File: config.mk
export PLATFORM = sky130hd
export DESIGN_NAME = alu
export DESIGN_NICKNAME = d
export VERILOG_FILES = /design/src/riscv_pkg.sv /design/src/alu.sv
export SDC_FILE = /design/constraint.sdc
export NUM_CORES = 1
export LEC_CHECK = 0
export ABC_AREA = 1
export BUFFER_PORTS_ARGS = -buffer_cell sky130_fd_sc_hd__buf_4
export CAP_MARGIN = 5
export CORE_ASPECT_RATIO = 1.75
export CORE_MARGIN = 4
export CORE_UTILIZATION = 50
export DETAILED_ROUTE_END_ITERATION = 10
export PLACE_DENSITY = 0.73
export SYNTH_ARGS = -nofsm -noshare
export SYNTH_HDL_FRONTEND = slang
export SYNTH_SLANG_ARGS = --single-unit
File: constraint.sdc
create_clock -name vclk -period 2.5
set_input_delay 0.125 -clock vclk [all_inputs]
set_output_delay 0.125 -clock vclk [all_outputs]
set_load 0.005 [all_outputs]
File: src/riscv_pkg.sv
package riscv_pkg;

	// register and data width
	localparam int xlen = 32;

	// major opcodes, instruction bits [6:0]
	// add, sub
	localparam logic [6:0] opcode_r_type = 7'b0110011;
	// addi
	localparam logic [6:0] opcode_i_type = 7'b0010011;
	// lw
	localparam logic [6:0] opcode_load   = 7'b0000011;
	// sw
	localparam logic [6:0] opcode_store  = 7'b0100011;
	// beq
	localparam logic [6:0] opcode_b_type = 7'b1100011;
	// jal
	localparam logic [6:0] opcode_j_type = 7'b1101111;

	// funct7 value turning an R-type add into sub
	localparam logic [6:0] funct7_sub = 7'b0100000;

	// alu operation select
	typedef enum logic {
		alu_add = 1'b0,
		alu_sub = 1'b1
	} alu_op_e;

	// decoded control word, all zero means no-operation
	typedef struct packed {
		// instruction writes rd
		logic    reg_write;
		// load
		logic    mem_read;
		// store
		logic    mem_write;
		// write-back taken from memory
		logic    mem_to_reg;
		// second alu operand is the immediate
		logic    alu_src_imm;
		alu_op_e alu_op;
		// beq
		logic    branch;
		// jal
		logic    jump;
		// write-back is pc + 4
		logic    link;
	} ctrl_t;

	// register write committed on the next clock edge
	typedef struct packed {
		// set only for a real write, never for x0
		logic            wb_en;
		logic [4:0]      wb_rd;
		logic [xlen-1:0] wb_data;
	} retire_t;

endpackage
File: src/alu.sv
`timescale 1ns/1ns

module alu (
	input  logic [riscv_pkg::xlen-1:0] op_a,
	input  logic [riscv_pkg::xlen-1:0] op_b,
	input  riscv_pkg::alu_op_e         op,
	output logic [riscv_pkg::xlen-1:0] result,
	output logic                       equal
);

	logic [riscv_pkg::xlen-1:0] sum;
	logic [riscv_pkg::xlen-1:0] diff;

	// both computed, op only picks
	// carry out discarded, wraps like rv32i
	assign sum  = op_a + op_b;
	assign diff = op_a - op_b;

	always_comb begin
		case (op)
			riscv_pkg::alu_sub: begin
				result = diff;
			end
			default: begin
				result = sum;
			end
		endcase
	end

	// beq compare
	// independent of op so branch decode stays simple
	assign equal = (op_a == op_b);

endmodule

After elaboration in Yosys (flattened, before gate mapping)
Index checks and enable logic that the tools add are counted.
W data, S select, Z words.
{"block": "totals", "register_bits": 0, "inputBits": 65, "out_inout_bits": 33, "wordCells": 4}
{"block": "op_classes", "add_sub_neg": 2, "n_eq_ne": 1, "n_mux": 1}
{"operator": "$add A32 B32 Y32", "n": 1}
{"operator": "$eq A32 B32 Y1", "n": 1}
{"operator": "$mux W32", "n": 1}
{"operator": "$sub A32 B32 Y32", "n": 1}

Longest topological paths before layout
{"block": "logic_depth", "ltp_word": 2, "depth_mapped": 17, "mapped_depth_nobuf": 16}

Least setup slack after synthesis
No wires, ideal clock.
{"block": "synth_path", "path_kind": "input to output", "start": "input op_a[0] (netlist name)", "end": "output result[20] (netlist name)", "arrival_ns": 1.598, "t_required_ns": 2.375, "path_slack_ns": 0.777, "path_stages": 14, "path_buffers": 0, "path_cell_list": "inv_1 ha_1 fa_1 inv_1 nand2_1 o21ai_0 nand2_1 o21ai_0 nand2_1 nand2_1 nand2_1 nand3_1 nand2_1 nand2_1"}
{"block": "synth_via", "elab_chain_cells": 2, "elab_cells_between_ends": 3, "classes_between": "2 x add/sub; 1 x mux"}
{"item": "start: declaration", "line_no": "alu.sv:4", "source": "input logic [riscv_pkg::xlen-1:0] op_a,"}
{"item": "$add A32 B32 Y32 / $sub A32 B32 Y32 (equally long branches)", "line_no": "alu.sv:16, alu.sv:17"}
{"item": "$mux W32 (*)", "line_no": "alu.sv:20", "source": "case (op)"}
{"item": "end: declaration", "line_no": "alu.sv:7", "source": "output logic [riscv_pkg::xlen-1:0] result,"}
Every way passes the cells marked *; elsewhere a longest branch is shown, timed or not.

Worst setup path after layout
{"block": "layout_path", "start": "input op_a[0] (netlist name)", "end": "output result[28] (netlist name)"}
Same word-level chain as after synthesis.

==> qor.csv <==
stage;metric;value;unit
final_layout;nFillCells;1235;
hold_path;min_path_type;in2out;
sta;final.min_clock_period;2.25;ns
critical_path;path_cells;buf_4, ha_1, fa_1, nand2_1, nand2_1, nand2_1, inv_1, nand2_1, nand3_2, nand2_1, nand3_1, nand2_1, nand2_1, nand2_1, nand2_1, buf_4;
pwr;ir_drop;0.134;mV
sta;finalSetupTns;0;ns
sta;rsz0062_at_grt;no;
sta;fmax;445;MHz
synth;synth_warnings;0;
run_status;status;completed;
critical_path;cpMaxStageDelayCell;fa_1;
final_layout;drive_gt1_share;13.1;%
run;maxCapViolCount;0;
final_layout;syn_to_final_growth;14.3;%
placed_design;io_buffers;98;
synth;netlist.top_cell.by_area;nand2_1;
synth;syn_inst;1117;
pwr;power.leakage;0.00398;uW
pwr;switchingPower;992;uW
synth;synth_area;5480;sq um
detailed_routing;drtIter0Drc;435;
grt;grt_max_degree;22;
grt;first_global_vias;6744;
critical_path;setup.worst_path.start_class;input port;
placed_design;globalplace.congestion;1.03;
die;initial_utilization;51.2;%
die;core;10700;sq um
final_layout;diodes;0;
synth;syn_nets;1246;
synth;synth_cell_types;37;
detailed_routing;wl;21100;um
detailed_routing;drc;0;
placed_design;dp_cells;1330;
critical_path;max_stage_delay;0.50;ns
cts;post_cts_buffers;0;
synth;avgSynthCellArea;4.91;sq um
die;die_area;12800;sq um
sta;worst_pin_slew;0.504;ns
critical_path;crit_type;in2out;
grt;track_usage;32.5;%
die;io_pins;98;
sta;setup_viol;0;
pwr;seqPwrFrac;0;%
die;die_w;87.1;um
critical_path;critPathMaxFanout;4;
sta;fin_crit_sh;89.9;%
detailed_routing;route.vias.total;6897;
pwr;p_per_area;253;nW/um^2
critical_path;crit_path_end_kind;primary output;
pwr;comb_power_share;100.0;%
final_layout;nFlopsAndLatches;0;
sta;slew_violations;0;
sta;slew_headroom;66.0;%
cts;cts_resized;0;
sta;hold_violations;0;
detailed_routing;final_antenna_net_count;0;
final_layout;clock_buffer_count;0;
synth;yosysSeqAreaShare;0;%
detailed_routing;dr.pass1.iters;7;
cts;cts_hold_buf;0;
synth;yosysTopAreaCellShare;30.7;%
critical_path;cpMostUsedCell;nand2_1;
detailed_routing;vias_per_cell;5.19;
critical_path;worstPathRequired;2.38;ns
grt;grt-ovfl-total;0;
die;rows;50;
detailed_routing;post_drt_wl_per_cell;15.9;um
pwr;switching_share;62.6;%
pwr;clkPwrFrac;0;%
pwr;p_int;593;uW
final_layout;nets;1331;
critical_path;worstPathArrival;2.12;ns
synth;ys_top_cells_by_area;nand2_1 (31%), inv_1 (15%), ha_1 (14%);
die;die_height;146;um
final_layout;multiInputGateArea;4390;sq um
grt;grt_pass1_wl;32600;um
grt;antenna_found_initial;0;
final_layout;seq_area;0;sq um
placed_design;dpl.hpwl;18700;um
final_layout;finalNonFillerCells;1330;
-- synth_stat cells, drive strengths merged --
cell / number
a21o: 2
a21oi: 51
a31oi: 2
and2: 9
buf: 25
clkbuf: 4
clkinv: 1
fa: 2
ha: 62
inv: 230
nand2: 456
nand3: 65
nand3b: 3
nand4: 23
nor2: 106
nor3: 15
nor3b: 1
o21a: 2
o21ai: 25
o21bai: 12
o22ai: 1
xor2: 20
-- cells in the final DEF, fill, tap and decap left out, drive strengths merged --
cell type,netlist,routed
o21bai,12,12
nand2,456,456
a21o,2,2
o22ai,1,1
nor3,15,15
nor2,106,106
and2,9,9
nand3,65,65
a21oi,51,51
buf,25,112
clkinv,1,1
o21a,2,2
nand4,23,23
nor3b,1,1
inv,230,230
ha,62,62
a31oi,2,2
xor2,20,20
o21ai,25,25
fa,2,2
nand3b,3,3
-- final timing paths --
kind	from	end	slack, ns	depth (start not counted)
setup / recovery	op_a[0]	result[28]	0.25	16
hold / removal	op_b[0]	result[0]	0.64	4
-- worst max-delay path, delay by kind of cell --
family / cells / cell delay (ns)
adders and majority gates: 2 / 0.74
and+or+nand+nor: 11 / 0.94
buffers and inverters: 3 / 0.30
-- power groups by stage --
stage | clock, uW | sequential [uW] | combinational (uW)
3_3_place_gp | 0 | 0 | 1560
5_1_grt | 0 | 0 | 1750
6_report | 0 | 0 | 1580
3_5_place_dp | 0 | 0 | 1560
4_1_cts | 0 | 0 | 1570
2_1_floorplan | 0 | 0 | 991
-- cell type report --
cell class | count | area share, %
multi-input combinational | 857 | 70.1
inverter | 231 | 13.8
timing repair buffer | 112 | 13.4
tap | 130 | 2.60
-- layer usage --
metal  vias to the layer above  share of wire [%]  global-route usage (%)
met4                         0                9.3                    23.8
met2                       269                 52                    61.6
met3                        97                4.1                    1.69
met1                      2987                 34                    31.5
li1                       3544                  -                       -
met5                         -                  0                       0
-- kinds of logic after synthesis --
| family | share of synthesized area [%] |
|---|---|
| simple gates | 52.3 |
| compound gates | 9.82 |
| xor+xnor | 3.20 |
| fa+ha+maj | 14.9 |
| buf+inv | 19.8 |
-- metrics by stage --
step	total power, uW	area [sq um]	setup WS (ns)	utilization, %	hold slack [ns]
2_1_floorplan	991	5480	0.777	-	0.404
3_3_place_gp	1560	6260	0.250	58.5	0.645
3_5_place_dp	1560	6260	0.262	58.5	0.643
4_1_cts	1570	6260	0.242	58.5	0.645
5_1_grt	1750	6260	0.0748	58.5	0.671
6_report	1580	6260	0.252	58.5	0.637
No activity file was read; power rests on OpenSTA's default activity.
