--- src/riscv_pkg.sv ---
package riscv_pkg;

	// register and data width
	localparam int xlen = 32;

	// major opcodes, instruction bits [6:0]
	// add, sub
	localparam logic [6:0] opcode_r_type = 7'b0110011;
	// addi
	localparam logic [6:0] opcode_i_type = 7'b0010011;
	// lw
	localparam logic [6:0] opcode_load   = 7'b0000011;
	// sw
	localparam logic [6:0] opcode_store  = 7'b0100011;
	// beq
	localparam logic [6:0] opcode_b_type = 7'b1100011;
	// jal
	localparam logic [6:0] opcode_j_type = 7'b1101111;

	// funct7 value turning an R-type add into sub
	localparam logic [6:0] funct7_sub = 7'b0100000;

	// alu operation select
	typedef enum logic {
		alu_add = 1'b0,
		alu_sub = 1'b1
	} alu_op_e;

	// decoded control word, all zero means no-operation
	typedef struct packed {
		// instruction writes rd
		logic    reg_write;
		// load
		logic    mem_read;
		// store
		logic    mem_write;
		// write-back taken from memory
		logic    mem_to_reg;
		// second alu operand is the immediate
		logic    alu_src_imm;
		alu_op_e alu_op;
		// beq
		logic    branch;
		// jal
		logic    jump;
		// write-back is pc + 4
		logic    link;
	} ctrl_t;

	// register write committed on the next clock edge
	typedef struct packed {
		// set only for a real write, never for x0
		logic            wb_en;
		logic [4:0]      wb_rd;
		logic [xlen-1:0] wb_data;
	} retire_t;

endpackage
--- src/control_unit.sv ---
`timescale 1ns/1ns

module control_unit (
	input  logic [riscv_pkg::xlen-1:0] instruction,
	output riscv_pkg::ctrl_t           ctrl
);

	logic [6:0] opcode;
	logic [2:0] funct3;
	logic [6:0] funct7;

	// fixed field positions, common to all formats
	assign opcode = instruction[6:0];
	assign funct3 = instruction[14:12];
	assign funct7 = instruction[31:25];

	always_comb begin
		// anything not matched below stays a no-operation
		ctrl = '0;
		case (opcode)
			riscv_pkg::opcode_r_type: begin
				// only add and sub are decoded
				if (funct3 == 3'b000 &&
				    (funct7 == 7'b0000000 || funct7 == riscv_pkg::funct7_sub)) begin
					ctrl.reg_write = 1'b1;
					ctrl.alu_op    = (funct7 == riscv_pkg::funct7_sub) ?
					                 riscv_pkg::alu_sub : riscv_pkg::alu_add;
				end
			end
			riscv_pkg::opcode_i_type: begin
				// addi only
				if (funct3 == 3'b000) begin
					ctrl.reg_write   = 1'b1;
					ctrl.alu_src_imm = 1'b1;
				end
			end
			riscv_pkg::opcode_load: begin
				// address is rs1 + imm, data goes to rd
				ctrl.reg_write   = 1'b1;
				ctrl.mem_read    = 1'b1;
				ctrl.mem_to_reg  = 1'b1;
				ctrl.alu_src_imm = 1'b1;
			end
			riscv_pkg::opcode_store: begin
				// address is rs1 + imm, rs2 is the store data
				ctrl.mem_write   = 1'b1;
				ctrl.alu_src_imm = 1'b1;
			end
			riscv_pkg::opcode_b_type: begin
				// compare rs1 with rs2, taken decision in the pc
				ctrl.branch = 1'b1;
				ctrl.alu_op = riscv_pkg::alu_sub;
			end
			riscv_pkg::opcode_j_type: begin
				// rd gets the return address
				ctrl.reg_write = 1'b1;
				ctrl.jump      = 1'b1;
				ctrl.link      = 1'b1;
			end
			default: begin
				ctrl = '0;
			end
		endcase
	end

endmodule

--- config.mk ---
export PLATFORM = sky130hd
export DESIGN_NAME = control_unit
export DESIGN_NICKNAME = d
export VERILOG_FILES = /design/src/riscv_pkg.sv /design/src/control_unit.sv
export SDC_FILE = /design/constraint.sdc
export NUM_CORES = 1
export LEC_CHECK = 0
export BUFFER_PORTS_ARGS = -buffer_cell sky130_fd_sc_hd__buf_2
export CORE_AREA = 2 2 39 41
export DETAILED_ROUTE_END_ITERATION = 7
export DIE_AREA = 0 0 41 43
export GPL_ROUTABILITY_DRIVEN = 0
export PLACE_DENSITY = 0.51
export SLEW_MARGIN = 20
export SYNTH_ARGS = -nofsm -noshare
export SYNTH_HDL_FRONTEND = slang
export SYNTH_SLANG_ARGS = --single-unit
--- constraint.sdc ---
create_clock -name vclk -period 0.9
set_input_delay 0.045 -clock vclk [all_inputs]
set_output_delay 0.045 -clock vclk [all_outputs]
set_load 0.05 [all_outputs]
**Yosys cells after proc, flatten, opt, wreduce, memory -nomap -nowiden**

Cells that the tools add are included.

- Multiplexer cells: 11
- Reduce and logical (&&, ||, !) cells: 6
- Eq/ne operators: 7

Operators by type and width:

| cell | number |
|---|---|
| $eq A7 B6 Y1 const B | 3 |
| $eq A7 B7 Y1 const B | 2 |
| $eq A7 B2 Y1 const B | 1 |
| $eq A7 B5 Y1 const B | 1 |
| $logic_not A7 Y1 | 1 |
| $mux W1 | 7 |
| $pmux W1 S2 | 2 |
| $reduce_or A2 Y1 | 2 |
| $logic_not A3 Y1 | 1 |
| $pmux W1 S3 | 1 |
| $mux W2 | 1 |
| $logic_and A1 B1 Y1 | 1 |
| $logic_or A1 B1 Y1 | 1 |

- Register bits: 0
- Output and inout port bits: 9
- Logic and storage cells: 24
- Input bits: 32

**Logic depth before layout (Yosys ltp)**

- Depth in word-level cells: 5
- Mapped depth: 4
- Depth with buffers taken out: 3

**Worst setup path before layout**

OpenSTA, ideal clock, no wires.

- Path type: input-to-output
- Start: in instruction[1] (netlist name)
- End: out ctrl[7] (netlist name)
- Buffers on the path: 1
- Path slack: -1016 ps
- Data arrival time: 1871 ps
- Stages on the path: 4
- Required time: 855 ps
- Path through: and2_0 -> nand2_1 -> nor3_1 -> buf_4

RTL lines:

| element | line | RTL |
|---|---|---|
| start: declaration | control_unit.sv:4 | `input logic [riscv_pkg::xlen-1:0] instruction,` |
| end: declaration | control_unit.sv:5 | `output riscv_pkg::ctrl_t ctrl` |

==> metrics.csv <==
stage,metric,value,unit
sta,final-report max-slew violation count,0,
yosys,post-synthesis sequential area ratio,0,
clock_tree,"Hold-fix buffers, CTS",0,
finish,Final Net Count,89,
pwr,Clock power frac,0,
routing,DR DRC count,0,
yosys,Netlist Area Pre-Place,189,µm²
sta,final worst slack,-0.127,ns
yosys,top-area cell type share of the netlist area,0.126,
hold_path,Min-Delay Path Class,input port to output port,
worst_setup_path,Critical Path RT,0.85,ns
run_status,failing checks,setup timing,
die,# IOs,41,
routing,post-route ant nets,0,
finish,Layout area overhead,169,%
yosys,Cells after Synth,26,
finish,Util after Layout,0.367,
grt,largest net degree at the start of global routing,7,
worst_setup_path,CP Launch Type,input port,
routing,Avg Vias per Cell,4.24,
yosys,simple-gate area share of the yosys netlist,0.695,
routing,routed wire length,617,µm
finish,share of cells above drive strength 1,0.818,
finish,"commonest non-fill, non-tap cell in the layout",buf_2,
pwr,Power Total,0.142,mW
grt,vias in the first global route,247,
worst_setup_path,Crit Path Max Fanout,2,
finish,filler instances,149,
die,placement row count,14,
die,Die Area,1760,µm²
die,Die H,43,µm
yosys,Post-Synth XOR/XNOR Area,0,
pwr,Pint,0.0786,mW
placement,Setup WS pre-CTS,-0.230,ns
hold_path,min-delay src,instruction[4],
finish,Sequential Area,0,µm²
yosys,Syn Nets,58,
worst_setup_path,CP Capture Type,output port,
yosys,yosys warns,0,
sta,unrepaired setup endpoints after global routing,true,
finish,FFs & Latches,0,
finish,most frequent cells in the layout,"buf_2, buf_6, buf_4",
worst_setup_path,CP Class,input port to output port,
sta,Fin. Hold Viols,0,
pwr,net switching power,0.0629,mW
routing,drt pass-1 iters,2,
routing,vias,301,
routing,Iter 0 DRT Violations,1,
worst_setup_path,CP Launch Point,instruction[12],
run_status,outcome,"finished, violations left",
grt,initial antenna violation count,0,
placement,port bufs,26,
routing,wire per inst,8.69,µm
placement,Area after DPL,394,µm²
sta,Setup TNS Final,-0.334,ns
die,Die W,41,µm
pwr,power density cells,279,nW/µm²
sta,final setup fails,5,
yosys,adder-cell share of the synthesized area,0,
pwr,peak supply drop,0.0892,mV
sta,f_max,0.974,GHz
finish,Final Cell Area,508,µm²
sta,final period utilization,1.14,
grt,Tot GR Track Use,0.0720,
sta,Slew headroom,0.843,
yosys,Synth Area per Inst,7.27,µm²
yosys,mux contribution to synthesized area,0,
finish,multi-input logic area,218,µm²
die,Core Box Area,1380,µm²
worst_setup_path,Worst EP arrival,0.98,ns
pwr,Switching Fraction,0.445,
yosys,main combinational cell family by area after synthesis,simple AND/OR/NAND/NOR gates,
finish,ant diodes,0,
yosys,most area-hungry cell type in the Yosys netlist,nor4b_4,
placement,HPWL Detailed,547,µm
finish,CLK BUF,0,
pwr,sequential power share,0,
grt,first-pass GRT wire length,966,µm
yosys,Cell variety after synth,20,
grt,GRT overflow,0,
job,number of max-cap violations,0,
yosys,Synth Area in Compound Gates,0.166,
sta,min Tclk post-route,1.03,ns
yosys,synth top area cells,"nor4b_4, buf_4, nor4b_2, nand4_1, o211ai_2",
die,Initial Util,0.137,
pwr,combinational fraction of design power,1.000,
sta,slew at the pin closest to its max-slew limit,0.235,ns
pwr,Static Leak,0.245,nW
## metal layers
metal,global-route usage,vias to the layer above,part of all wire
met5,0,-,0
met4,0,0,0
met3,0,0,0.084
met2,0.128,14,0.58
met1,0.0984,133,0.34
li1,-,154,-
## metrics by stage
stage               hold slack [ns]  cells
finish                        0.362     71
CTS                           0.426     71
detailed placement            0.472     70
global route                  0.376     71
global placement              0.469     70
floorplan                     0.153     26
## critical path: stages
cell,delay (ns)
buf_6,0.09
nor4b_4,0.29
buf_4,0.17
o2111ai_2,0.11
o211ai_2,0.09
buf_6,0.18
## layout make-up
class                      instances  area share
timing repair buffer              31       0.505
multi-input combinational         21       0.429
tap                               16      0.0394
inverter                           3      0.0271
## cells in the mapped netlist, types with 2 or more instances
cell type  number
inv_1           3
nand4_1         2
nor2_1          2
nor3_1          2
buf_4           2
## kinds of logic (layout without fill, tap and decap cells)
kind of cell	after synthesis	count (layout)
and+or+nand+nor	17	17
AOI/OAI and AO/OA	4	4
buffers and inverters	5	34
## power groups by stage
| stage | Clock (mW) | Sequential [mW] | Combinational (mW) |
|---|---|---|---|
| final | 0 | 0 | 0.142 |
| after global routing | 0 | 0 | 0.153 |
| after CTS | 0 | 0 | 0.127 |
| after detailed placement | 0 | 0 | 0.115 |
| after global placement | 0 | 0 | 0.114 |
| after floorplan | 0 | 0 | 0.0433 |
## final timing paths
path | to | slack [ns] | cells after the start
min | ctrl[7] | 0.36 | 3
max | ctrl[8] | -0.13 | 6
## what timing repair did
item | in CTS | in global routing
setup endpoints to repair | 8 | 8
setup buffers | 1 | 0
pin swaps | 8 | 7
resized for setup | 19 | 10
gates cloned | 0 | 0
Power figures use the tool's default switching activity.
