### config.mk
export PLATFORM = sky130hd
export DESIGN_NAME = program_counter
export DESIGN_NICKNAME = d
export VERILOG_FILES = /design/src/riscv_pkg.sv /design/src/program_counter.sv
export SDC_FILE = /design/constraint.sdc
export NUM_CORES = 1
export LEC_CHECK = 0
export BUFFER_PORTS_ARGS = -buffer_cell sky130_fd_sc_hd__buf_2
export CAP_MARGIN = 0
export CORE_MARGIN = 8
export CORE_UTILIZATION = 53
export CTS_CLUSTER_DIAMETER = 100
export DETAILED_ROUTE_END_ITERATION = 8
export PLACE_DENSITY_LB_ADDON = 0.3
export SLEW_MARGIN = 0
export SYNTH_ARGS = -nofsm -noshare
export SYNTH_HDL_FRONTEND = slang
export SYNTH_SLANG_ARGS = --single-unit
### constraint.sdc
create_clock -name clk -period 3.4 [get_ports clk]
set_input_delay 0 -clock clk [delete_from_list [all_inputs] [get_ports clk]]
set_output_delay 0 -clock clk [all_outputs]
set_load 0.05 [all_outputs]
### src/riscv_pkg.sv
package riscv_pkg;

	// register and data width
	localparam int xlen = 32;

	// major opcodes, instruction bits [6:0]
	// add, sub
	localparam logic [6:0] opcode_r_type = 7'b0110011;
	// addi
	localparam logic [6:0] opcode_i_type = 7'b0010011;
	// lw
	localparam logic [6:0] opcode_load   = 7'b0000011;
	// sw
	localparam logic [6:0] opcode_store  = 7'b0100011;
	// beq
	localparam logic [6:0] opcode_b_type = 7'b1100011;
	// jal
	localparam logic [6:0] opcode_j_type = 7'b1101111;

	// funct7 value turning an R-type add into sub
	localparam logic [6:0] funct7_sub = 7'b0100000;

	// alu operation select
	typedef enum logic {
		alu_add = 1'b0,
		alu_sub = 1'b1
	} alu_op_e;

	// decoded control word, all zero means no-operation
	typedef struct packed {
		// instruction writes rd
		logic    reg_write;
		// load
		logic    mem_read;
		// store
		logic    mem_write;
		// write-back taken from memory
		logic    mem_to_reg;
		// second alu operand is the immediate
		logic    alu_src_imm;
		alu_op_e alu_op;
		// beq
		logic    branch;
		// jal
		logic    jump;
		// write-back is pc + 4
		logic    link;
	} ctrl_t;

	// register write committed on the next clock edge
	typedef struct packed {
		// set only for a real write, never for x0
		logic            wb_en;
		logic [4:0]      wb_rd;
		logic [xlen-1:0] wb_data;
	} retire_t;

endpackage
### src/program_counter.sv
`timescale 1ns/1ns

module program_counter #(
	parameter logic [riscv_pkg::xlen-1:0] reset_vector = '0
) (
	input  logic                       clk,
	input  logic                       arst_n,
	input  logic                       branch,
	input  logic                       jump,
	input  logic                       equal,
	input  logic [riscv_pkg::xlen-1:0] imm,
	output logic [riscv_pkg::xlen-1:0] pc,
	output logic [riscv_pkg::xlen-1:0] pc_plus4
);

	logic [riscv_pkg::xlen-1:0] pc_target;
	logic [riscv_pkg::xlen-1:0] pc_next;
	logic                       take;

	// sequential path, also the jal link value
	assign pc_plus4 = pc + riscv_pkg::xlen'(4);

	// pc relative target for beq and jal
	assign pc_target = pc + imm;

	// jal always, beq only when operands match
	assign take = jump | (branch & equal);

	assign pc_next = take ? pc_target : pc_plus4;

	// one instruction per cycle
	always_ff @(posedge clk or negedge arst_n) begin
		if (!arst_n) begin
			pc <= reset_vector;
		end else begin
			pc <= pc_next;
		end
	end

endmodule

# == Word level (Yosys, flattened, before mapping) ==
# Index checks and enable logic that the tools add are counted.
# classes
n_mux,1
addsub,2
bitwise_logic,2
# ops
cell,count
32-bit by 3-bit adder with 32-bit output (second input constant),1
32-bit adder,1
32-bit 2-to-1 mux,1
1-bit bitwise AND,1
1-bit bitwise OR,1
# word_totals
in_bits,37
output_inout_bits,64
regBits,32
elab_cells,6

# == Depth between registers and ports, before layout ==
# depth
ltp_word,3
ltp_mapped,9
depth_no_buf,9

# == Least setup slack after synthesis ==
# OpenSTA, ideal clock, no wires.
# synth_path
path_type,flip-flop to flip-flop
start,register pc[2] (netlist bit)
end,register pc[26] (netlist bit)
slack_ps,313
arrival_ps,2999
n_path_buf,0
path_stages_with_launch,9
required_time_ps,3312
path_cell_list,dfrtp_1 ha_1 nand4_1 nor3_2 and3_1 nand3_1 xnor2_1 o22ai_1 nor3b_1
# synth_between
elab_chain_cells,2
# synth_rtl
element,line,text
"start, declared",program_counter.sv:12,"output logic [riscv_pkg::xlen-1:0] pc,"
"start signal, assigned",program_counter.sv:34,pc <= reset_vector;
"start signal, assigned",program_counter.sv:36,pc <= pc_next;
32-bit by 3-bit adder with 32-bit output,program_counter.sv:21,assign pc_plus4 = pc + riscv_pkg::xlen'(4);
"named net pc_plus4, one bit",program_counter.sv:13,output logic [riscv_pkg::xlen-1:0] pc_plus4
32-bit 2-to-1 mux,program_counter.sv:29,assign pc_next = take ? pc_target : pc_plus4;
"named net pc_next, one bit",program_counter.sv:17,logic [riscv_pkg::xlen-1:0] pc_next;
# The timed path passes the listed nets, and every way through them passes these cells.

# == Final worst setup path ==
# layout_path
start,register pc[22] (netlist bit)
end,register pc[31] (netlist bit)
# layout_between
elab_chain_cells,2
# layout_rtl
element,line
32-bit by 3-bit adder with 32-bit output or 32-bit adder (tied branches),"program_counter.sv:21, program_counter.sv:24"
32-bit 2-to-1 mux *,program_counter.sv:29
"named net pc_next, one bit",program_counter.sv:17
# Mark *: on every way through the listed nets, which the timed path passes. The rest lies on a longest branch.

==> results.toml <==
[placed_design]
globalplace.congestion = 0.9116
hpwl_mm = 8.348
portBuffers = 100
placed_cell_area_sq_mm = 0.004035

[yosys]
ys_ff_latch = 32
synthCells = 438
synth_flop_cell = "dfrtp_1"
ys.warnings.count = 0
syn_area_sq_mm = 0.003502
synthDistinctLibCells = 58
yosys-top-cells-area = "dfrtp_1 23%, ha_1 11%, xnor2_1 7.3%"
yosysTopAreaCell = "dfrtp_1"
yosysSeqAreaShare = 0.2287
yosysTopAreaCellShare = 0.2287
synthArstFlopShare = 1.000
syn_nets = 508
syn_area_per_cell_sq_um = 7.996
synth_edf_count = 0

[detailed_routing]
viasPerCell = 6.012
dr_total_vias = 3643
routed_wl_mm = 10.53
drt_pre_antenna_iters = 5
wl_per_cell_microns = 17.37
drc = 0
drt_iter0_drc = 246
ant_nets = 0

[clocking]
clockBufferDepth = 2
clk_latency_ns = 0.29
cts_tree = "done"
post-cts-setup-buffer-count = 0
root_buffer = "clkbuf_8"
cts_sinks = 32
cts_buffers = 5
path_clk_slew_ns = 0.07
cts-htree-levels = 2

[layout]
top_register = "pc"
ff_latch_area_sq_um = 800.8
nFillCells = 601
top_regs = "pc: 32 flops"
final_area_sq_mm = 0.004141
drive_gt1_frac = 0.2382
largest_reg_flops = 32
areaGrowthSynthToFinish_pct = 18.26
antenna_cells = 0
fin_nets = 599
multi_input_area_sq_mm = 0.002592

[floorplan]
die_x_microns = 97.29
fp.coreArea_sq_mm = 0.006386
num_rows = 29
initial_core_util = 0.5484
die_h_microns = 97.29
dieArea_sq_mm = 0.009465
ios = 101

[status]
status = "complete, no violations"

[sta]
final-setup-viol-count = 0
slew_violations = 0
worst_pin_slew_ns = 0.9723
timing.final.hold_violations = 0
fin_crit_ns = 2.737
setup-tns-final_ns = 0
clock.fmax_ghz = 0.3654
hold_slack_ns = 0.03953
rsz0062_at_grt = "no"
skew_ns = 0.01225
post-route-period-util = 0.8049
max_slew_margin = 0.3518

[critical_path]
startpoint_type = "flip-flop"
worst_setup_path_end_kind = "flip-flop"
worst_path_most_repeated_cell = "a21oi_1"
slowest_stage = "a2111oi_0"
arrival_ns = 2.94
cp_max_fo = 7
crit_required_ns = 3.60
critPathMaxStageDelay_ns = 0.54
cp_cell_sequence = "ha_1, a21oi_1, o21ai_1, a2111oi_0, o32ai_1, a21oi_1, o41ai_1, a22oi_2"
path_class = "flip-flop to flip-flop"

[worst_hold_path]
hold_class = "input pin to flip-flop"

[global_route]
grt_pass1_vias = 3570
grt-ovfl-total = 0
grt_max_degree = 33
grt_pass1_wl_mm = 17.54
antenna_found_initial = 0
grt_use_total = 0.2173

[job]
cap_violations = 0
==> placed cells by master, fill, tap and decap left out, drive strengths merged, types with 3 or more instances in the layout <==
cell type and n:
and2 5, o31ai 5, dfrtp 32, a211oi 5
a21boi 7, clkbuf 7, xor2 24, nor4 3
xnor2 29, buf 102, o21ai 30, nor3 6
nor2 36, nand3 13, o21bai 3, ha 32
o211ai 5, and4 5, o21a 3, a21oi 46
nand2 51, and3 15, inv 8, nand4 12
a21o 13
==> metrics by stage <==
| step | util | std cells | setup WS, ns |
|---|---|---|---|
| 6_report | 0.6485 | 606 | 0.6634 |
| 5_1_grt | 0.6485 | 606 | 0.5540 |
| 4_1_cts | 0.6485 | 606 | 0.7018 |
| 3_5_place_dp | 0.6319 | 598 | 0.7238 |
| 3_3_place_gp | 0.6319 | 598 | 0.7861 |
| 2_1_floorplan | - | 438 | 0.3127 |
==> kinds of logic (layout without fill, tap and decap cells) <==
family,after synthesis,in the layout,share of synthesized area
buf+inv,27,118,0.03108
mux,3,3,0.008932
fa+ha+maj,33,33,0.1200
flops,32,32,0.2287
simple gates,155,155,0.2237
compound gates,135,135,0.2551
xor+xnor,53,53,0.1325
==> layer usage <==
| metal | GRT usage | wire length (microns) | vias up |
|---|---|---|---|
| met1 | 0.2997 | 4838 | 1673 |
| met5 | 0 | 0 | - |
| li1 | - | - | 1780 |
| met4 | 0.03030 | 93 | 0 |
| met3 | 0.05548 | 968 | 13 |
| met2 | 0.3380 | 4625 | 177 |
==> repair_timing <==
| item | in CTS | in global routing |
|---|---|---|
| hold endpoints to repair | 32 | 0 |
| resized for setup | 0 | 0 |
| hold buffers | 1 | 0 |
==> Yosys cell counts (12+ instances only) <==
cell type and instances:
a21o_1 13, xnor2_1 29, clkbuf_1 16, nand3_1 12
nand2_1 51, xor2_1 24, dfrtp_1 32, and3_1 15
nand4_1 12, o21ai_0 26, a21oi_1 45, ha_1 32
nor2_1 35
==> critical path: cells and delay by family, from the launching register on <==
| family | cells | cell delay (ns) |
|---|---|---|
| AOI/OAI and AO/OA | 7 | 1.71 |
| adders and majority gates | 1 | 0.44 |
| DFF | 1 | 0.50 |
==> final timing paths <==
path | startpoint | end | slack [ns] | cells past startpoint
setup / recovery | pc[22]$_DFF_PN0_ | pc[31]$_DFF_PN0_ | 0.66 | 8
hold / removal | imm[0] | pc[0]$_DFFE_PN0N_ | 0.04 | 4
setup reg to reg | pc[22]$_DFF_PN0_ | pc[31]$_DFF_PN0_ | 0.66 | 8
hold reg to reg | pc[0]$_DFFE_PN0N_ | pc[0]$_DFFE_PN0N_ | 0.52 | 2
max in group asynchronous | arst_n | pc[14]$_DFF_PN0_ | 2.58 | 2
min in group asynchronous | arst_n | pc[8]$_DFF_PN0_ | 0.32 | 2
==> area by class of cell <==
type,count,area share
multi-input combinational,379,0.6260
sequential,32,0.1934
timing repair buffer,103,0.1269
clock buffer,7,0.02326
tap,77,0.02326
inverter,8,0.007251
Power is left out: the tool's default activity adds up to more than one toggle a clock period on the data nets, which glitch-free logic cannot reach.
