### config.mk
export PLATFORM = sky130hd
export DESIGN_NAME = register_bank
export DESIGN_NICKNAME = d
export VERILOG_FILES = /design/src/riscv_pkg.sv /design/src/register_bank.sv
export SDC_FILE = /design/constraint.sdc
export NUM_CORES = 2
export LEC_CHECK = 0
export BUFFER_PORTS_ARGS = -buffer_cell sky130_fd_sc_hd__clkbuf_2
export CORE_ASPECT_RATIO = 0.75
export CORE_MARGIN = 2
export CORE_UTILIZATION = 55
export DETAILED_ROUTE_END_ITERATION = 8
export PLACE_DENSITY = 0.71
export SLEW_MARGIN = 15
export SYNTH_ARGS = -nofsm -noshare
export SYNTH_HDL_FRONTEND = slang
export SYNTH_SLANG_ARGS = --single-unit
### constraint.sdc
create_clock -name clk -period 2.2 [get_ports clk]
set_input_delay 0.22 -clock clk [delete_from_list [all_inputs] [get_ports clk]]
set_output_delay 0.22 -clock clk [all_outputs]
set_load 0.1 [all_outputs]
### src/riscv_pkg.sv
package riscv_pkg;

	// register and data width
	localparam int xlen = 32;

	// major opcodes, instruction bits [6:0]
	// add, sub
	localparam logic [6:0] opcode_r_type = 7'b0110011;
	// addi
	localparam logic [6:0] opcode_i_type = 7'b0010011;
	// lw
	localparam logic [6:0] opcode_load   = 7'b0000011;
	// sw
	localparam logic [6:0] opcode_store  = 7'b0100011;
	// beq
	localparam logic [6:0] opcode_b_type = 7'b1100011;
	// jal
	localparam logic [6:0] opcode_j_type = 7'b1101111;

	// funct7 value turning an R-type add into sub
	localparam logic [6:0] funct7_sub = 7'b0100000;

	// alu operation select
	typedef enum logic {
		alu_add = 1'b0,
		alu_sub = 1'b1
	} alu_op_e;

	// decoded control word, all zero means no-operation
	typedef struct packed {
		// instruction writes rd
		logic    reg_write;
		// load
		logic    mem_read;
		// store
		logic    mem_write;
		// write-back taken from memory
		logic    mem_to_reg;
		// second alu operand is the immediate
		logic    alu_src_imm;
		alu_op_e alu_op;
		// beq
		logic    branch;
		// jal
		logic    jump;
		// write-back is pc + 4
		logic    link;
	} ctrl_t;

	// register write committed on the next clock edge
	typedef struct packed {
		// set only for a real write, never for x0
		logic            wb_en;
		logic [4:0]      wb_rd;
		logic [xlen-1:0] wb_data;
	} retire_t;

endpackage
### src/register_bank.sv
`timescale 1ns/1ns

module register_bank (
	input  logic                       clk,
	input  logic                       arst_n,
	input  logic [4:0]                 rs1,
	input  logic [4:0]                 rs2,
	input  logic [4:0]                 rd,
	input  logic                       wr_en,
	input  logic [riscv_pkg::xlen-1:0] wr_data,
	output logic [riscv_pkg::xlen-1:0] rs1_data,
	output logic [riscv_pkg::xlen-1:0] rs2_data
);

	// x1 to x31, x0 has no storage
	logic [riscv_pkg::xlen-1:0] prf [1:31];

	// write port, single edge
	always_ff @(posedge clk or negedge arst_n) begin
		if (!arst_n) begin
			for (int i = 1; i < 32; i++) begin
				prf[i] <= '0;
			end
		end else begin
			// writes to x0 dropped here only
			if (wr_en && rd != 5'd0) begin
				prf[rd] <= wr_data;
			end
		end
	end

	// combinational read ports
	always_comb begin
		if (rs1 == 5'd0) begin
			rs1_data = '0;
		end else begin
			rs1_data = prf[rs1];
		end
	end

	always_comb begin
		if (rs2 == 5'd0) begin
			rs2_data = '0;
		end else begin
			rs2_data = prf[rs2];
		end
	end

endmodule

======== Word level (Yosys, flattened, before mapping) ========
Cells that the tools add are included.
storage, ports and cells
  register bits ........................... 992
  bits of input ports ..................... 50
  output and inout port bits .............. 64
  word-level logic and storage cells ...... 54
cells by class
  magnitude comparators ................... 4
  mux-type cells .......................... 11
  bitwise gates (word level) .............. 3
  reduce and logical (&&, ||, !) cells .... 5
operators with widths
  kind                                                                          number
  992-bit bitwise mux                                                           1
  32-bit binary-select mux with 5-bit select                                    2
  32-bit two-way mux                                                            7
  32-bit demux with 5-bit select                                                1
  6-bit greater-or-equal comparator, second input constant                      3
  5-bit inverter with 6-bit output                                              3
  5-bit zero test                                                               2
  6-bit by 1-bit less-than comparator with 1-bit output, second input constant  1
  5-bit nonzero test                                                            1
  1-bit logical AND                                                             2

======== Logic depth before layout (Yosys ltp) ========
  depth in word-level cells ............... 6
  depth in mapped cells ................... 9
  mapped depth without buffers ............ 4

======== Least setup slack after synthesis ========
No wires, ideal clock.
  path type ............................... input to output
  from .................................... input port rs1[1]
  to ...................................... output port rs1_data[31] (netlist bit)
  data arrival time ....................... 4.285 ns
  required time ........................... 1.980 ns
  path slack .............................. -2.305 ns
  stages .................................. 7
  buffers on the path ..................... 3
  cell sequence ........................... buf_2 > buf_6 > or2_2 > buf_2 > o22ai_1 > nor3_1 > nor4b_1
on the way
  word-level cells in the longest chain between the ends .. 5
  elaborated cells on any way between the ends .. 6
  classes of those cells .................. mux: 4; bitwise: 1; reduce/logical: 1
RTL lines
  element                                                 line                 text
  from (decl)                                             register_bank.sv:6   input logic [4:0] rs1,
  5-bit inverter with 6-bit output (not written as such)  register_bank.sv:37  rs1_data = prf[rs1];
  32-bit binary-select mux with 5-bit select              register_bank.sv:37
  32-bit two-way mux (not written as such) (2 in a row)   register_bank.sv:37
  32-bit two-way mux (*)                                  register_bank.sv:34  if (rs1 == 5'd0) begin
  to (decl)                                               register_bank.sv:11  output logic [riscv_pkg::xlen-1:0] rs1_data,
Mark *: on every way between the ends. The rest lies on a longest branch, timed or not. The select of a mux whose other input is x is not followed.

======== Worst setup path in the final report ========
  from .................................... register prf[813] (netlist bit)
  to ...................................... output port rs2_data[13] (netlist bit)
on the way
  word-level cells in the longest chain between the ends .. 4
RTL lines
  element                                                line                 text
  from (decl)                                            register_bank.sv:16  logic [riscv_pkg::xlen-1:0] prf [1:31];
  from (signal, indexed assignment)                      register_bank.sv:27  prf[rd] <= wr_data;
  32-bit binary-select mux with 5-bit select             register_bank.sv:45  rs2_data = prf[rs2];
  32-bit two-way mux (not written as such) (2 in a row)  register_bank.sv:45
  32-bit two-way mux                                     register_bank.sv:42  if (rs2 == 5'd0) begin
  to (decl)                                              register_bank.sv:12  output logic [riscv_pkg::xlen-1:0] rs2_data
Every way passes these cells. The select of a mux whose other input is x is not followed.

==> impl_metrics.py <==
metrics = {
    "grt": {
        "grt_antenna_before_repair": 5,
        "grt_max_degree": 82,
        "first_global_vias": 38900,
        "grt_pass1_wl_um": 261100,
        "track_usage_pct": 35.40,
        "grt_overflow": 0,
    },
    "yosys": {
        "synthFlopType": "dfrtp_1",
        "synth_nets": 4116,
        "synth.most_common_cell": "mux2_2",
        "ys_types": 41,
        "synth_top_area_share_pct": 46.50,
        "ys_seq_elements": 992,
        "synth_edf_count": 0,
        "ys_async_sr_fraction_pct": 100.0,
        "yosys-top-cells-area": "dfrtp_1 46%, mux2_2 22%, mux2i_1 11%",
        "syn_area_per_cell_um2": 13.13,
        "netlist_area_um2": 53380,
        "ys_warn_count": 0,
        "netlist_instances": 4066,
        "synth_largest_area_cell": "dfrtp_1",
        "yosys-top-cells-count": "1,041 x mux2_2, 992 x dfrtp_1, 577 x mux2i_1",
        "ys_seq_area_share_pct": 46.50,
    },
    "sta": {
        "hold_viol": 0,
        "rsz0062_at_grt": "yes",
        "max_freq_ghz": 0.3820,
        "fin_setup_tns_ns": -18.80,
        "finalSetupViolCount": 64,
        "worstMarginPinSlew_ns": 0.9299,
        "layout_setup_ws_ns": -0.4177,
        "slew_headroom_pct": 37.88,
        "drv_slew": 0,
        "period_share_pct": 119.0,
        "fin_crit_ns": 2.618,
        "clock-skew-final_ns": 0,
    },
    "clocking": {
        "cts_buffers": 98,
        "clockBufferDepth": 3,
        "cts.root.buffer_cell": "clkbuf_16",
        "clk_latency_ns": 0.68,
        "cts.sinks": 992,
        "h-tree-depth": 3,
        "clk_pin_slew_ns": 0.06,
        "cts_tree": "built",
    },
    "worst_setup_path": {
        "critPathKind": "flop to output pin",
        "end_kind": "output pin",
        "required_ns": 1.98,
        "crit_fanout": 3,
        "crit_path_start_kind": "flop",
        "worst_ep_arrival_time_ns": 2.40,
    },
    "drt": {
        "post_drt_via_cell_ratio": 6.817,
        "drtIter0Drc": 4196,
        "routed_wl_um": 177300,
        "antenna_left": 0,
        "drtPass1Iterations": 6,
        "num_vias": 38870,
        "route.detailed.drc": 0,
        "routedWlPerCell_um": 31.09,
    },
    "floorplan": {
        "dieHeight_um": 273.8,
        "die_w_um": 363.7,
        "core_um2": 95760,
        "io_pins": 114,
        "row_count": 98,
        "dieArea_um2": 99600,
        "start_util_pct": 55.75,
    },
    "place": {
        "place.gp.congestion": 0.8777,
        "hpwl_um": 108100,
        "io_buffer_count": 113,
        "place_area_um2": 61100,
    },
    "min_path": {
        "min-delay-path-class": "input pin to async pin",
    },
    "cells_and_area": {
        "area_delta_synth_final_pct": 23.38,
        "fin_area_um2": 65870,
        "largest-register": "prf",
        "nets": 4369,
        "drive_gt1_share_pct": 50.55,
        "biggestRegsByFlops": "prf x992",
        "largest_reg_flops": 992,
    },
    "power_and_ir_drop": {
        "vdd_drop_max_mv": 0.7745,
        "p_leak_nw": 29.59,
        "p_per_area_nw_per_um2": 879.8,
    },
    "status": {
        "outcome": "complete, but fails checks",
        "failed_checks": "negative setup slack",
    },
    "run": {
        "cap_violations": 0,
    },
}
report_power, final:
group	leakage, nW	switching (W)	internal [W]	total (W)
Sequential	12.7	0.00277	0.0218	0.0246
Combinational	15.2	0.00711	0.00794	0.0150
Clock	1.73	0.00748	0.0108	0.0183
final cells by class:
class / instances / area (µm²)
clock inverters: 32 / 447.9
fillers: 6599 / 29900
well taps: 1300 / 1627
diodes: 2 / 5.005
multi-input cells: 2640 / 28890
clock buffers: 149 / 3050
repair buffers: 587 / 7024
flip-flops and latches: 992 / 24820
worst max-delay path, cell delays in order, from the launching register on:
cell	delay [ns]
dfrtp_1	0.37
mux2i_1	0.08
a22oi_1	0.20
a21oi_1	0.13
nor4_4	0.67
buf_12	0.26
path summary, 6_finish.rpt:
path | start | endpoint | slack, ns | cells past startpoint
max in group asynchronous | arst_n | prf[440] | 1.21 | 4
setup / recovery | prf[813] | rs2_data[13] | -0.42 | 5
min in group clk | wr_data[17] | prf[913] | 0.21 | 2
hold / removal | arst_n | prf[228] | 0.07 | 2
hold reg to reg | prf[39] | prf[39] | 0.51 | 1
setup reg to reg | prf[570] | prf[570] | 1.19 | 3
logic make-up after synthesis:
family	after synthesis	synth area share [%]
and+or+nand+nor	304	3.155
DFF	992	46.50
buffers and inverters	435	3.923
muxes	1825	39.84
AOI/OAI and AO/OA	510	6.579
cell usage in the layout (no fill, tap or decap), drive strengths merged, types with 31 or more instances in the layout:
cell type  netlist  routed
a211oi          63      63
a21oi           32      32
a221o           32      32
a221oi          31      31
a22oi           64      64
buf            247     542
clkbuf         188     193
dfrtp          992     992
mux2          1120    1120
mux2i          577     577
mux4           128     128
nor2b           41      42
nor3           131     131
nor4            32      32
o22ai          287     287
or3             32      32
through the flow:
stage	utilization, %	hold slack, ns	setup WS, ns	cells	total power [W]
after floorplan	-	-0.07559	-0.3546	4066	0.03404
after global placement	63.80	0.1886	-0.3794	5473	0.03833
after detailed placement	63.80	0.1897	-0.3775	5473	0.03886
after CTS	68.44	0.05405	-0.4359	5697	0.05766
after global routing	68.78	0.06972	-0.5092	5702	0.06008
final	68.78	0.07405	-0.4177	5702	0.05795
metal layers:
metal  share of wire, %  vias up  track usage, %
met5             0.0045        -               0
met4                4.4        2           13.91
met3                9.6      487           7.463
met2                 44     2091           53.14
met1                 42    20280           50.47
li1                   -    16010               -
what timing repair did:
item	CTS	global route
cloned	0	3
resized for setup	133	49
setup buffers	59	5
hold buffers	1	0
endpoints found under the hold margin	515	0
setup endpoints to repair	64	64
pin swaps	95	38
(Power assumes the default switching activity.)
