<file path="src/riscv_pkg.sv">
package riscv_pkg;

	// register and data width
	localparam int xlen = 32;

	// major opcodes, instruction bits [6:0]
	// add, sub
	localparam logic [6:0] opcode_r_type = 7'b0110011;
	// addi
	localparam logic [6:0] opcode_i_type = 7'b0010011;
	// lw
	localparam logic [6:0] opcode_load   = 7'b0000011;
	// sw
	localparam logic [6:0] opcode_store  = 7'b0100011;
	// beq
	localparam logic [6:0] opcode_b_type = 7'b1100011;
	// jal
	localparam logic [6:0] opcode_j_type = 7'b1101111;

	// funct7 value turning an R-type add into sub
	localparam logic [6:0] funct7_sub = 7'b0100000;

	// alu operation select
	typedef enum logic {
		alu_add = 1'b0,
		alu_sub = 1'b1
	} alu_op_e;

	// decoded control word, all zero means no-operation
	typedef struct packed {
		// instruction writes rd
		logic    reg_write;
		// load
		logic    mem_read;
		// store
		logic    mem_write;
		// write-back taken from memory
		logic    mem_to_reg;
		// second alu operand is the immediate
		logic    alu_src_imm;
		alu_op_e alu_op;
		// beq
		logic    branch;
		// jal
		logic    jump;
		// write-back is pc + 4
		logic    link;
	} ctrl_t;

	// register write committed on the next clock edge
	typedef struct packed {
		// set only for a real write, never for x0
		logic            wb_en;
		logic [4:0]      wb_rd;
		logic [xlen-1:0] wb_data;
	} retire_t;

endpackage
</file>
<file path="src/imm_gen.sv">
`timescale 1ns/1ns

module imm_gen (
	input  logic [riscv_pkg::xlen-1:0] instruction,
	output logic [riscv_pkg::xlen-1:0] imm
);

	logic [6:0] opcode;
	// sign bit sits at bit 31 for every format
	logic       sign;

	assign opcode = instruction[6:0];
	assign sign   = instruction[31];

	always_comb begin
		case (opcode)
			// I format, addi and lw
			riscv_pkg::opcode_i_type,
			riscv_pkg::opcode_load: begin
				imm = {{(riscv_pkg::xlen-12){sign}}, instruction[31:20]};
			end
			// S format, split around rd position
			riscv_pkg::opcode_store: begin
				imm = {{(riscv_pkg::xlen-12){sign}}, instruction[31:25],
				       instruction[11:7]};
			end
			// B format, imm[12|10:5] ... imm[4:1|11], bit 0 implied
			riscv_pkg::opcode_b_type: begin
				imm = {{(riscv_pkg::xlen-13){sign}}, instruction[31], instruction[7],
				       instruction[30:25], instruction[11:8], 1'b0};
			end
			// J format, imm[20|10:1|11|19:12], bit 0 implied
			riscv_pkg::opcode_j_type: begin
				imm = {{(riscv_pkg::xlen-21){sign}}, instruction[31],
				       instruction[19:12], instruction[20], instruction[30:21], 1'b0};
			end
			// R type and unused opcodes carry no immediate
			default: begin
				imm = '0;
			end
		endcase
	end

endmodule

</file>
<file path="config.mk">
export PLATFORM = sky130hd
export DESIGN_NAME = imm_gen
export DESIGN_NICKNAME = d
export VERILOG_FILES = /design/src/riscv_pkg.sv /design/src/imm_gen.sv
export SDC_FILE = /design/constraint.sdc
export NUM_CORES = 1
export LEC_CHECK = 0
export BUFFER_PORTS_ARGS = -buffer_cell sky130_fd_sc_hd__buf_4
export CORE_MARGIN = 4
export CORE_UTILIZATION = 33
export DETAILED_ROUTE_END_ITERATION = 6
export PLACE_DENSITY_LB_ADDON = 0.12
export REMOVE_ABC_BUFFERS = 1
export SYNTH_ARGS = -nofsm -noshare
export SYNTH_HDL_FRONTEND = slang
export SYNTH_SLANG_ARGS = --single-unit
</file>
<file path="constraint.sdc">
create_clock -name vclk -period 2.43
set_clock_uncertainty 0.1 [all_clocks]
set_input_delay 0.3645 -clock vclk [all_inputs]
set_output_delay 0.3645 -clock vclk [all_outputs]
set_load 0.005 [all_outputs]
</file>
# ---- Yosys cells after proc, flatten, opt, wreduce, memory -nomap -nowiden
# Index checks and enable logic that the tools add are counted.
dict set report totals {
  register_bits 0
  word_cells 7
  out_inout_bits 32
  input_bits 32
}
dict set report classes {
  n_reduce_logical 1
  muxes 1
  eq_ne 5
}
# operator count
set ops {}
lappend ops {{$pmux 32 s4} 1}
lappend ops {{$eq 7x7->1 const B} 2}
lappend ops {{$eq 7x2->1 const B} 1}
lappend ops {{$eq 7x5->1 const B} 1}
lappend ops {{$eq 7x6->1 const B} 1}
lappend ops {{$reduce_or 2->1} 1}

# ---- Depth between registers and ports, before layout
# Gate-level depths: netlist of run 1.
dict set report logic_depth {
  depth_word 3
  mapped_depth 5
  mapped_depth_nobuf 3
}

# ---- Worst setup path before layout of run 1
# No wires, ideal clock.
dict set report synth_path {
  kind {input to output}
  start {in instruction[6] (netlist name)}
  end {out imm[21] (netlist name)}
  arrival_time_ns 1.581
  t_required_ns 1.965
  path_stages 5
  path_slack_ns 0.385
  n_path_buf 2
  cell_sequence {and3b_1 > buf_6 > nand3b_2 > a21boi_1 > buf_4}
}
dict set report synth_via {
  elab_chain_len 3
  elab_cells_between_ends 7
  classes_between {eq/ne (5); mux (1); reduce/logical (1)}
}
# element line
set synth_lines {}
lappend synth_lines {{start: declaration} imm_gen.sv:4} ;# input logic [riscv_pkg::xlen-1:0] instruction,
lappend synth_lines {{$eq 7x5->1 or $eq 7x2->1 (tied branches)} imm_gen.sv:16} ;# case (opcode)
lappend synth_lines {{$reduce_or 2->1} imm_gen.sv:16}
lappend synth_lines {{$pmux 32 s4 (*)} imm_gen.sv:16}
lappend synth_lines {{end: declaration} imm_gen.sv:5} ;# output logic [riscv_pkg::xlen-1:0] imm
# Mark *: on every way between the ends. The rest lies on a longest branch, timed or not.

# ---- Worst setup path after layout of run 1
dict set report layout_path {
  start {in instruction[6] (netlist name)}
  end {out imm[28] (netlist name)}
}
# The elaborated chain is that of the path after synthesis.

==> results.yml, run 1 <==
synth:
  synth_top_area_share_pct: 19.0
  yosys.area.top_type: "buf_4"
  synth.yosys.seq_area_share_pct: 0
  synth_area_um2: 474
  ys_top_cells_by_area: "buf_4 19%, nand3_1 16%, a21o_1 13%"
  avgSynthCellArea_um2: 7.30
  synth_cell_types: 21
  synth_cells: 65
  synth_warnings: 0
route:
  vias: 666
  ant_nets: 0
  wl_per_cell_um: 13.6
  wl_mm: 1.79
  drc: 0
  dr.pass1.iters: 4
  vias_per_cell: 5.08
  drtIter0Drc: 11
floorplan:
  start_util_pct: 35.6
  rows: 13
  die_height_um: 45.9
  io-pin-count: 64
  die_area_mm2: 0.00211
  fp.coreArea_mm2: 0.00133
  die_w_um: 45.9
clock_network:
  hold_buffers: 0
power:
  powerDensity_mw_per_mm2: 93.6
  p_leak_uw: 0.000543
  internal-power_uw: 52.3
  switching_share_pct: 35.9
  clockPowerShare_pct: 0
  ir_drop_v: 0.0000627
  p_switching_uw: 29.3
  power_uw: 81.5
  power_frac_comb_pct: 100.0
  seqPwrFrac_pct: 0
global_route:
  grt_max_degree: 14
  antenna_found_initial: 0
  track_usage_pct: 15.3
  grt_pass1_vias: 570
  grt_overflow_total: 0
  grt_pass1_wl_mm: 2.53
finish:
  area_growth_pct: 83.6
  layout_common_cells: "67 x buf_4, 15 x nand3_1, 8 x a21o_1"
  clkbuf_count: 0
  multi_input_area_um2: 345
  fin_nets: 150
  seq_cells: 0
  regArea_um2: 0
  mostFrequentLayoutCell: "buf_4"
  fillers: 129
  drive_gt1_share_pct: 64.7
  diodes: 0
worst_setup_path:
  crit_chain: "buf_4 > and3b_1 > nand3b_2 > a21boi_2 > buf_4"
  crit_slowest_cell: "a21boi_2"
  required_ns: 1.97
  worst-endpoint-arrival_ns: 1.60
  critPathKind: "input port to output port"
  crit_path_start_kind: "input port"
  cp_common_cell: "buf_4"
  cp_max_fo: 12
  slowest_delay_ns: 0.42
  cp-end-kind: "output port"
sta:
  max_freq_mhz: 484
  finalSetupViolCount: 0
  hold_ws_ns: 0.892
  finalSetupTns_ns: 0
  hold_violations: 0
  rsz0062_at_grt: "false"
  tightest_slew_ns: 0.474
  period_needed_ns: 2.06
  post-route-period-util_pct: 84.9
  slew_headroom_pct: 68.2
  drv_slew: 0
run_status:
  status: "finished, final reports clean"
min_path:
  min_path_type: "input port to output port"
  hold_path_end: "imm[14]"
  whs_path_depth: 3
  hp-start: "instruction[14]"
placed_design:
  port_buffers: 64
  dp_hpwl_mm: 1.49
  gp_congestion: 0.769
job:
  max-cap-violations: 0
-- metrics by stage --
step	worst slack (ns)	utilization, %	cells	cell area (um^2)
detailed placement	0.176	65.0	131	867
finish	0.366	65.3	131	871
floorplan	0.124	-	49	345
global placement	0.250	65.0	131	867
global route	0.263	65.3	131	871
CTS	0.163	65.0	131	867
-- routing by layer --
layer / part of all wire (%) / up-vias / track usage, %
met4: 0 / 0 / 0.568
met1: 40 / 302 / 20.5
met3: 9.0 / 0 / 1.58
li1: - / 337 / -
met2: 51 / 27 / 27.2
met5: 0 / - / 0
-- synthesized netlist by cell type (all sizes together) --
master  count
nor2        1
and2        1
a21boi      7
and4b       2
inv         1
and3b       1
buf        16
nand3      15
nand3b      1
nand2       1
nor4b       1
a21o        8
nand4b      5
nand4       1
and3        1
a32o        1
o21ai       2
-- worst max-delay path by stage --
stage	start	endpoint	slack, ns	depth (start not counted)
global route	instruction[6]	imm[28]	0.26	5
floorplan	instruction[3]	imm[20]	0.12	3
detailed placement	instruction[2]	imm[28]	0.18	5
finish	instruction[6]	imm[28]	0.37	5
global placement	instruction[6]	imm[28]	0.25	5
CTS	instruction[2]	imm[28]	0.16	5
-- power by group through the flow --
stage	clock, uW	sequential (uW)	combinational [uW]
2_1_floorplan	0	0	20.3
3_3_place_gp	0	0	79.4
3_5_place_dp	0	0	81.0
4_1_cts	0	0	81.1
5_1_grt	0	0	87.2
6_report	0	0	81.5
-- cell type report --
class	count	area share, %
inverters	1	0.431
multi-input cells	48	39.7
repair buffers	67	57.8
well taps	15	2.16
-- logic make-up after synthesis --
kind of cell | Yosys count | synth area share, %
and+or+nand+nor | 30 | 43.0
buffers and inverters | 17 | 28.0
AOI/OAI and AO/OA | 18 | 29.0
-- worst max-delay path, delay by kind of cell --
family | cells | cell delay (ns)
and+or+nand+nor | 2 | 0.49
AOI/OAI and AO/OA | 1 | 0.42
buffers and inverters | 2 | 0.32
-- what timing repair did --
action | in CTS | in global routing
gates resized for setup | 0 | 1
buffers inserted | 0 | 0
setup endpoints to repair | 0 | 12
Power figures use the tool's default switching activity.
==> run 2, diff against run 1 <==
==> constraint.sdc (replaced) <==
create_clock -name vclk -period 1.9
set_clock_uncertainty 0.1 [all_clocks]
set_input_delay 0.285 -clock vclk [all_inputs]
set_output_delay 0.285 -clock vclk [all_outputs]
set_load 0.005 [all_outputs]
==> run 2 against run 1 <==
Worst setup slack worse by 0.24 ns. Sequential share of layout area is the same. Critical path depth up 1. Core utilization up 0.19 points. Wire length decreased by 6.5%. First-iteration DRC count is 55% lower. Design area rose by 0.29%. Cell count stayed put. Combinational power up 28%. Largest cell class unchanged. Highest routed layer unchanged.
==> results.yml, run 2 (same netlist as run 1, synthesis figures left out) <==
sta:
  period_needed_ns: 1.78
  drv_slew: 0
  tightest_slew_ns: 0.288
  slew_headroom_pct: 80.8
  max_freq_mhz: 563
  rsz0062_at_grt: "false"
  finalSetupViolCount: 0
  hold_violations: 0
  post-route-period-util_pct: 93.5
floorplan:
  io-pin-count: 64
  die_area_mm2: 0.00211
  die_w_um: 45.9
  rows: 13
  die_height_um: 45.9
  fp.coreArea_mm2: 0.00133
  start_util_pct: 35.6
job:
  max-cap-violations: 0
global_route:
  grt_max_degree: 13
  grt_pass1_wl_mm: 2.39
  antenna_found_initial: 0
  grt_pass1_vias: 570
  track_usage_pct: 14.4
  grt_overflow_total: 0
placed_design:
  port_buffers: 64
  dp_hpwl_mm: 1.43
  place_area_um2: 867
  dp_cells: 131
  gp_congestion: 0.740
worst_setup_path:
  critPathKind: "input port to output port"
  cp_max_fo: 12
  required_ns: 1.51
  crit_path_start_kind: "input port"
  cp_common_cell: "buf_4"
  cp-startpoint: "instruction[2]"
  crit_slowest_cell: "o21ai_2"
  slowest_delay_ns: 0.28
  cp-end-kind: "output port"
  worst-endpoint-arrival_ns: 1.39
  crit_chain: "buf_4 > and3_1 > o21ai_2 > a21boi_1 > buf_4 > buf_4"
route:
  met3_length_um: 136
  routedLengthMet1_um: 661
  wl_mm: 1.67
  dr.pass1.iters: 4
  maxUsedRoutingLayer: "met3"
  vias: 655
  drc: 0
  drtIter0Drc: 5
  ant_nets: 0
  wl_met2_um: 871
  wl_per_cell_um: 12.7
  vias_per_cell: 5.00
clock_network:
  cts_resized: 0
  post_cts.repair.setup_buffers: 0
  hold_buffers: 0
finish:
  diodes: 0
  layout_common_cells: "67 x buf_4, 15 x nand3_1, 8 x a21o_1"
  fillers: 132
  drive_gt1_share_pct: 64.7
  clkbuf_count: 0
  mostFrequentLayoutCell: "buf_4"
  final_util_pct: 65.5
  fin_cells: 131
  regArea_um2: 0
  stdcell_area_um2: 873
  seq_cells: 0
  area_growth_pct: 84.2
  fin_nets: 150
power:
  p_leak_uw: 0.000545
  power_uw: 104
  powerDensity_mw_per_mm2: 119
  ir_drop_v: 0.0000746
min_path:
  min_path_type: "input port to output port"
  hp-start: "instruction[14]"
run_status:
  status: "finished, final reports clean"
## run 2: final timing paths
| kind | to | slack, ns | cells past startpoint |
|---|---|---|---|
| setup / recovery | imm[28] | 0.12 | 6 |
| hold / removal | imm[14] | 0.73 | 3 |
## run 2: area by class of cell
cell class         instances  area, um^2  area share [%]
inverters                  1        3.75           0.430
well taps                 15        18.8            2.15
multi-input cells         48         348            39.8
repair buffers            67         503            57.6
## run 2: where the power goes
group / internal (uW) / switching, uW / total (uW)
combinational: 67.4 / 36.7 / 104
sequential: 0 / 0 / 0
clock: 0 / 0 / 0
total: 67.4 / 36.7 / 104
## run 2: layer usage
layer | GRT usage [%] | vias up
li1 | - | 337
met1 | 20.9 | 287
met2 | 24.5 | 31
met3 | 0.791 | 0
met4 | 0 | 0
met5 | 0 | -
## run 2: worst max-delay path: cells and delay by family
family / cells / cell delay (ns)
buf+inv: 3 / 0.45
compound gates: 2 / 0.39
simple gates: 1 / 0.27
## run 2: through the flow
| step | setup TNS (ns) | setup WS [ns] | hold slack, ns |
|---|---|---|---|
| 2_1_floorplan | -2.96 | -0.247 | 0.568 |
| 3_3_place_gp | 0 | 0.130 | 0.733 |
| 3_5_place_dp | 0 | 0.0997 | 0.733 |
| 4_1_cts | 0 | 0.0957 | 0.737 |
| 5_1_grt | 0 | 0.0346 | 0.747 |
| 6_report | 0 | 0.123 | 0.735 |
==> run 3, diff against run 2 <==
--- a/config.mk
+++ b/config.mk
@@ -9,6 +9,7 @@
 export CORE_MARGIN = 4
 export CORE_UTILIZATION = 33
 export DETAILED_ROUTE_END_ITERATION = 6
+export GPL_TIMING_DRIVEN = 0
 export PLACE_DENSITY_LB_ADDON = 0.12
 export REMOVE_ABC_BUFFERS = 1
 export SYNTH_ARGS = -nofsm -noshare
==> run 3 against run 2 <==
Global-route usage grew 0.079 points. Non-clock buffer count shrank 3. Critical path depth shrank 1. Die area is the same. Maximum frequency shrank 2.1%. Combinational power is essentially flat. Total power grew 1.3%. Flip-flop and latch count is the same. Design area grew 1.7%. Critical path type unchanged. Critical endpoint is now imm[29]. Highest routed layer unchanged.
==> results.yml, run 3 (same netlist as run 1, synthesis figures left out) <==
finish:
  fin_cells: 129
  drive_gt1_share_pct: 64.0
  regArea_um2: 0
  layout_common_cells: "64 x buf_4, 15 x nand3_1, 8 x a21o_1"
  mostFrequentLayoutCell: "buf_4"
  clkbuf_count: 0
  area_growth_pct: 87.3
  seq_cells: 0
  final_util_pct: 66.6
  diodes: 0
  fin_nets: 148
  multi_input_area_um2: 385
  fillers: 134
  stdcell_area_um2: 888
floorplan:
  die_w_um: 45.9
  io-pin-count: 64
  die_area_mm2: 0.00211
  die_height_um: 45.9
  rows: 13
  fp.coreArea_mm2: 0.00133
  start_util_pct: 35.6
min_path:
  whs_path_depth: 3
  hp-start: "instruction[19]"
  min_path_type: "input port to output port"
  hold_path_end: "imm[19]"
worst_setup_path:
  crit_chain: "buf_4 > and3b_1 > nand3b_4 > a21boi_4 > buf_4"
  required_ns: 1.51
  crit_path_start_kind: "input port"
  cp-startpoint: "instruction[6]"
  critical-path-top-delay-family: "simple AND/OR/NAND/NOR gates"
  slowest_delay_ns: 0.39
  cp-end-kind: "output port"
  cp_max_fo: 9
  cp_common_cell: "buf_4"
  worst-endpoint-arrival_ns: 1.43
  crit_slowest_cell: "and3b_1"
  path_buf_inv: 2
  critPathKind: "input port to output port"
global_route:
  track_usage_pct: 14.5
  use_met3_pct: 0.791
  grt_pass1_wl_mm: 2.42
  antenna_found_initial: 0
  grt_busiest_layer: "met2"
  use_met2_pct: 24.7
  grt_max_degree: 15
  grt_overflow_total: 0
  met1_usage_pct: 20.9
  grt_pass1_vias: 527
sta:
  slew_headroom_pct: 70.5
  max_freq_mhz: 551
  hold_violations: 0
  tightest_slew_ns: 0.442
  drv_slew: 0
  finalSetupViolCount: 0
  rsz0062_at_grt: "false"
  period_needed_ns: 1.82
  hold_ws_ns: 0.734
  finalSetupTns_ns: 0
  post-route-period-util_pct: 95.6
route:
  wl_mm: 1.75
  drtIter0Drc: 13
  ant_nets: 0
  wl_per_cell_um: 13.5
  vias_per_cell: 5.02
  dr.pass1.iters: 4
  drc: 0
  vias: 647
placed_design:
  dp_cells: 128
  port_buffers: 64
  place_area_um2: 845
  dp_hpwl_mm: 1.40
  gp_congestion: 0.663
power:
  ir_drop_v: 0.0000913
  p_leak_uw: 0.000560
  powerDensity_mw_per_mm2: 119
run_status:
  status: "finished, final reports clean"
clock_network:
  post_cts.repair.setup_buffers: 0
  hold_buffers: 0
job:
  max-cap-violations: 0
==> run 3: cell count changes in the layout (fill, tap and decap cells not counted) <==
cell,previous run,this run
and3b_1,0,1
and3b_2,1,0
buf_4,67,64
nand3b_4,0,1
a21boi_1,7,6
nand3b_2,1,0
a21boi_4,0,2
==> run 3: metal layers <==
| metal | vias to the layer above | wire [um] |
|---|---|---|
| li1 | 338 | - |
| met3 | 0 | 145 |
| met2 | 27 | 903 |
| met4 | 0 | 0 |
| met1 | 282 | 697 |
| met5 | - | 0 |
==> run 3: report_power, final <==
group	leakage, uW	internal, uW	switching [uW]
combinational	0.000560	67.2	38.2
sequential	0	0	0
clock	0	0	0
total	0.000560	67.2	38.2
==> run 3: worst max path at each step <==
stage	end	slack (ns)	depth (start not counted)
6_report	imm[29]	0.08	5
5_1_grt	imm[30]	0.02	5
4_1_cts	imm[30]	0.02	5
3_5_place_dp	imm[29]	-0.56	5
3_3_place_gp	imm[26]	-0.48	5
2_1_floorplan	imm[20]	-0.25	3
==> run 3: timing repair <==
action | 4_1_cts | 5_1_grt
gates resized for setup | 3 | 2
cloned | 1 | 0
endpoints found under the setup margin | 12 | 12
pin swaps | 1 | 0
==> run 3: layout make-up <==
class	count	share of cell area (%)
multi-input cells	49	43.4
repair buffers	64	54.1
inverters	1	0.423
well taps	15	2.11
==> run 3: through the flow <==
| step | setup slack (ns) | power [uW] |
|---|---|---|
| 6_report | 0.0843 | 105 |
| 5_1_grt | 0.0185 | 114 |
| 4_1_cts | 0.0182 | 104 |
| 3_5_place_dp | -0.557 | 100 |
| 3_3_place_gp | -0.482 | 98.2 |
| 2_1_floorplan | -0.247 | 25.9 |
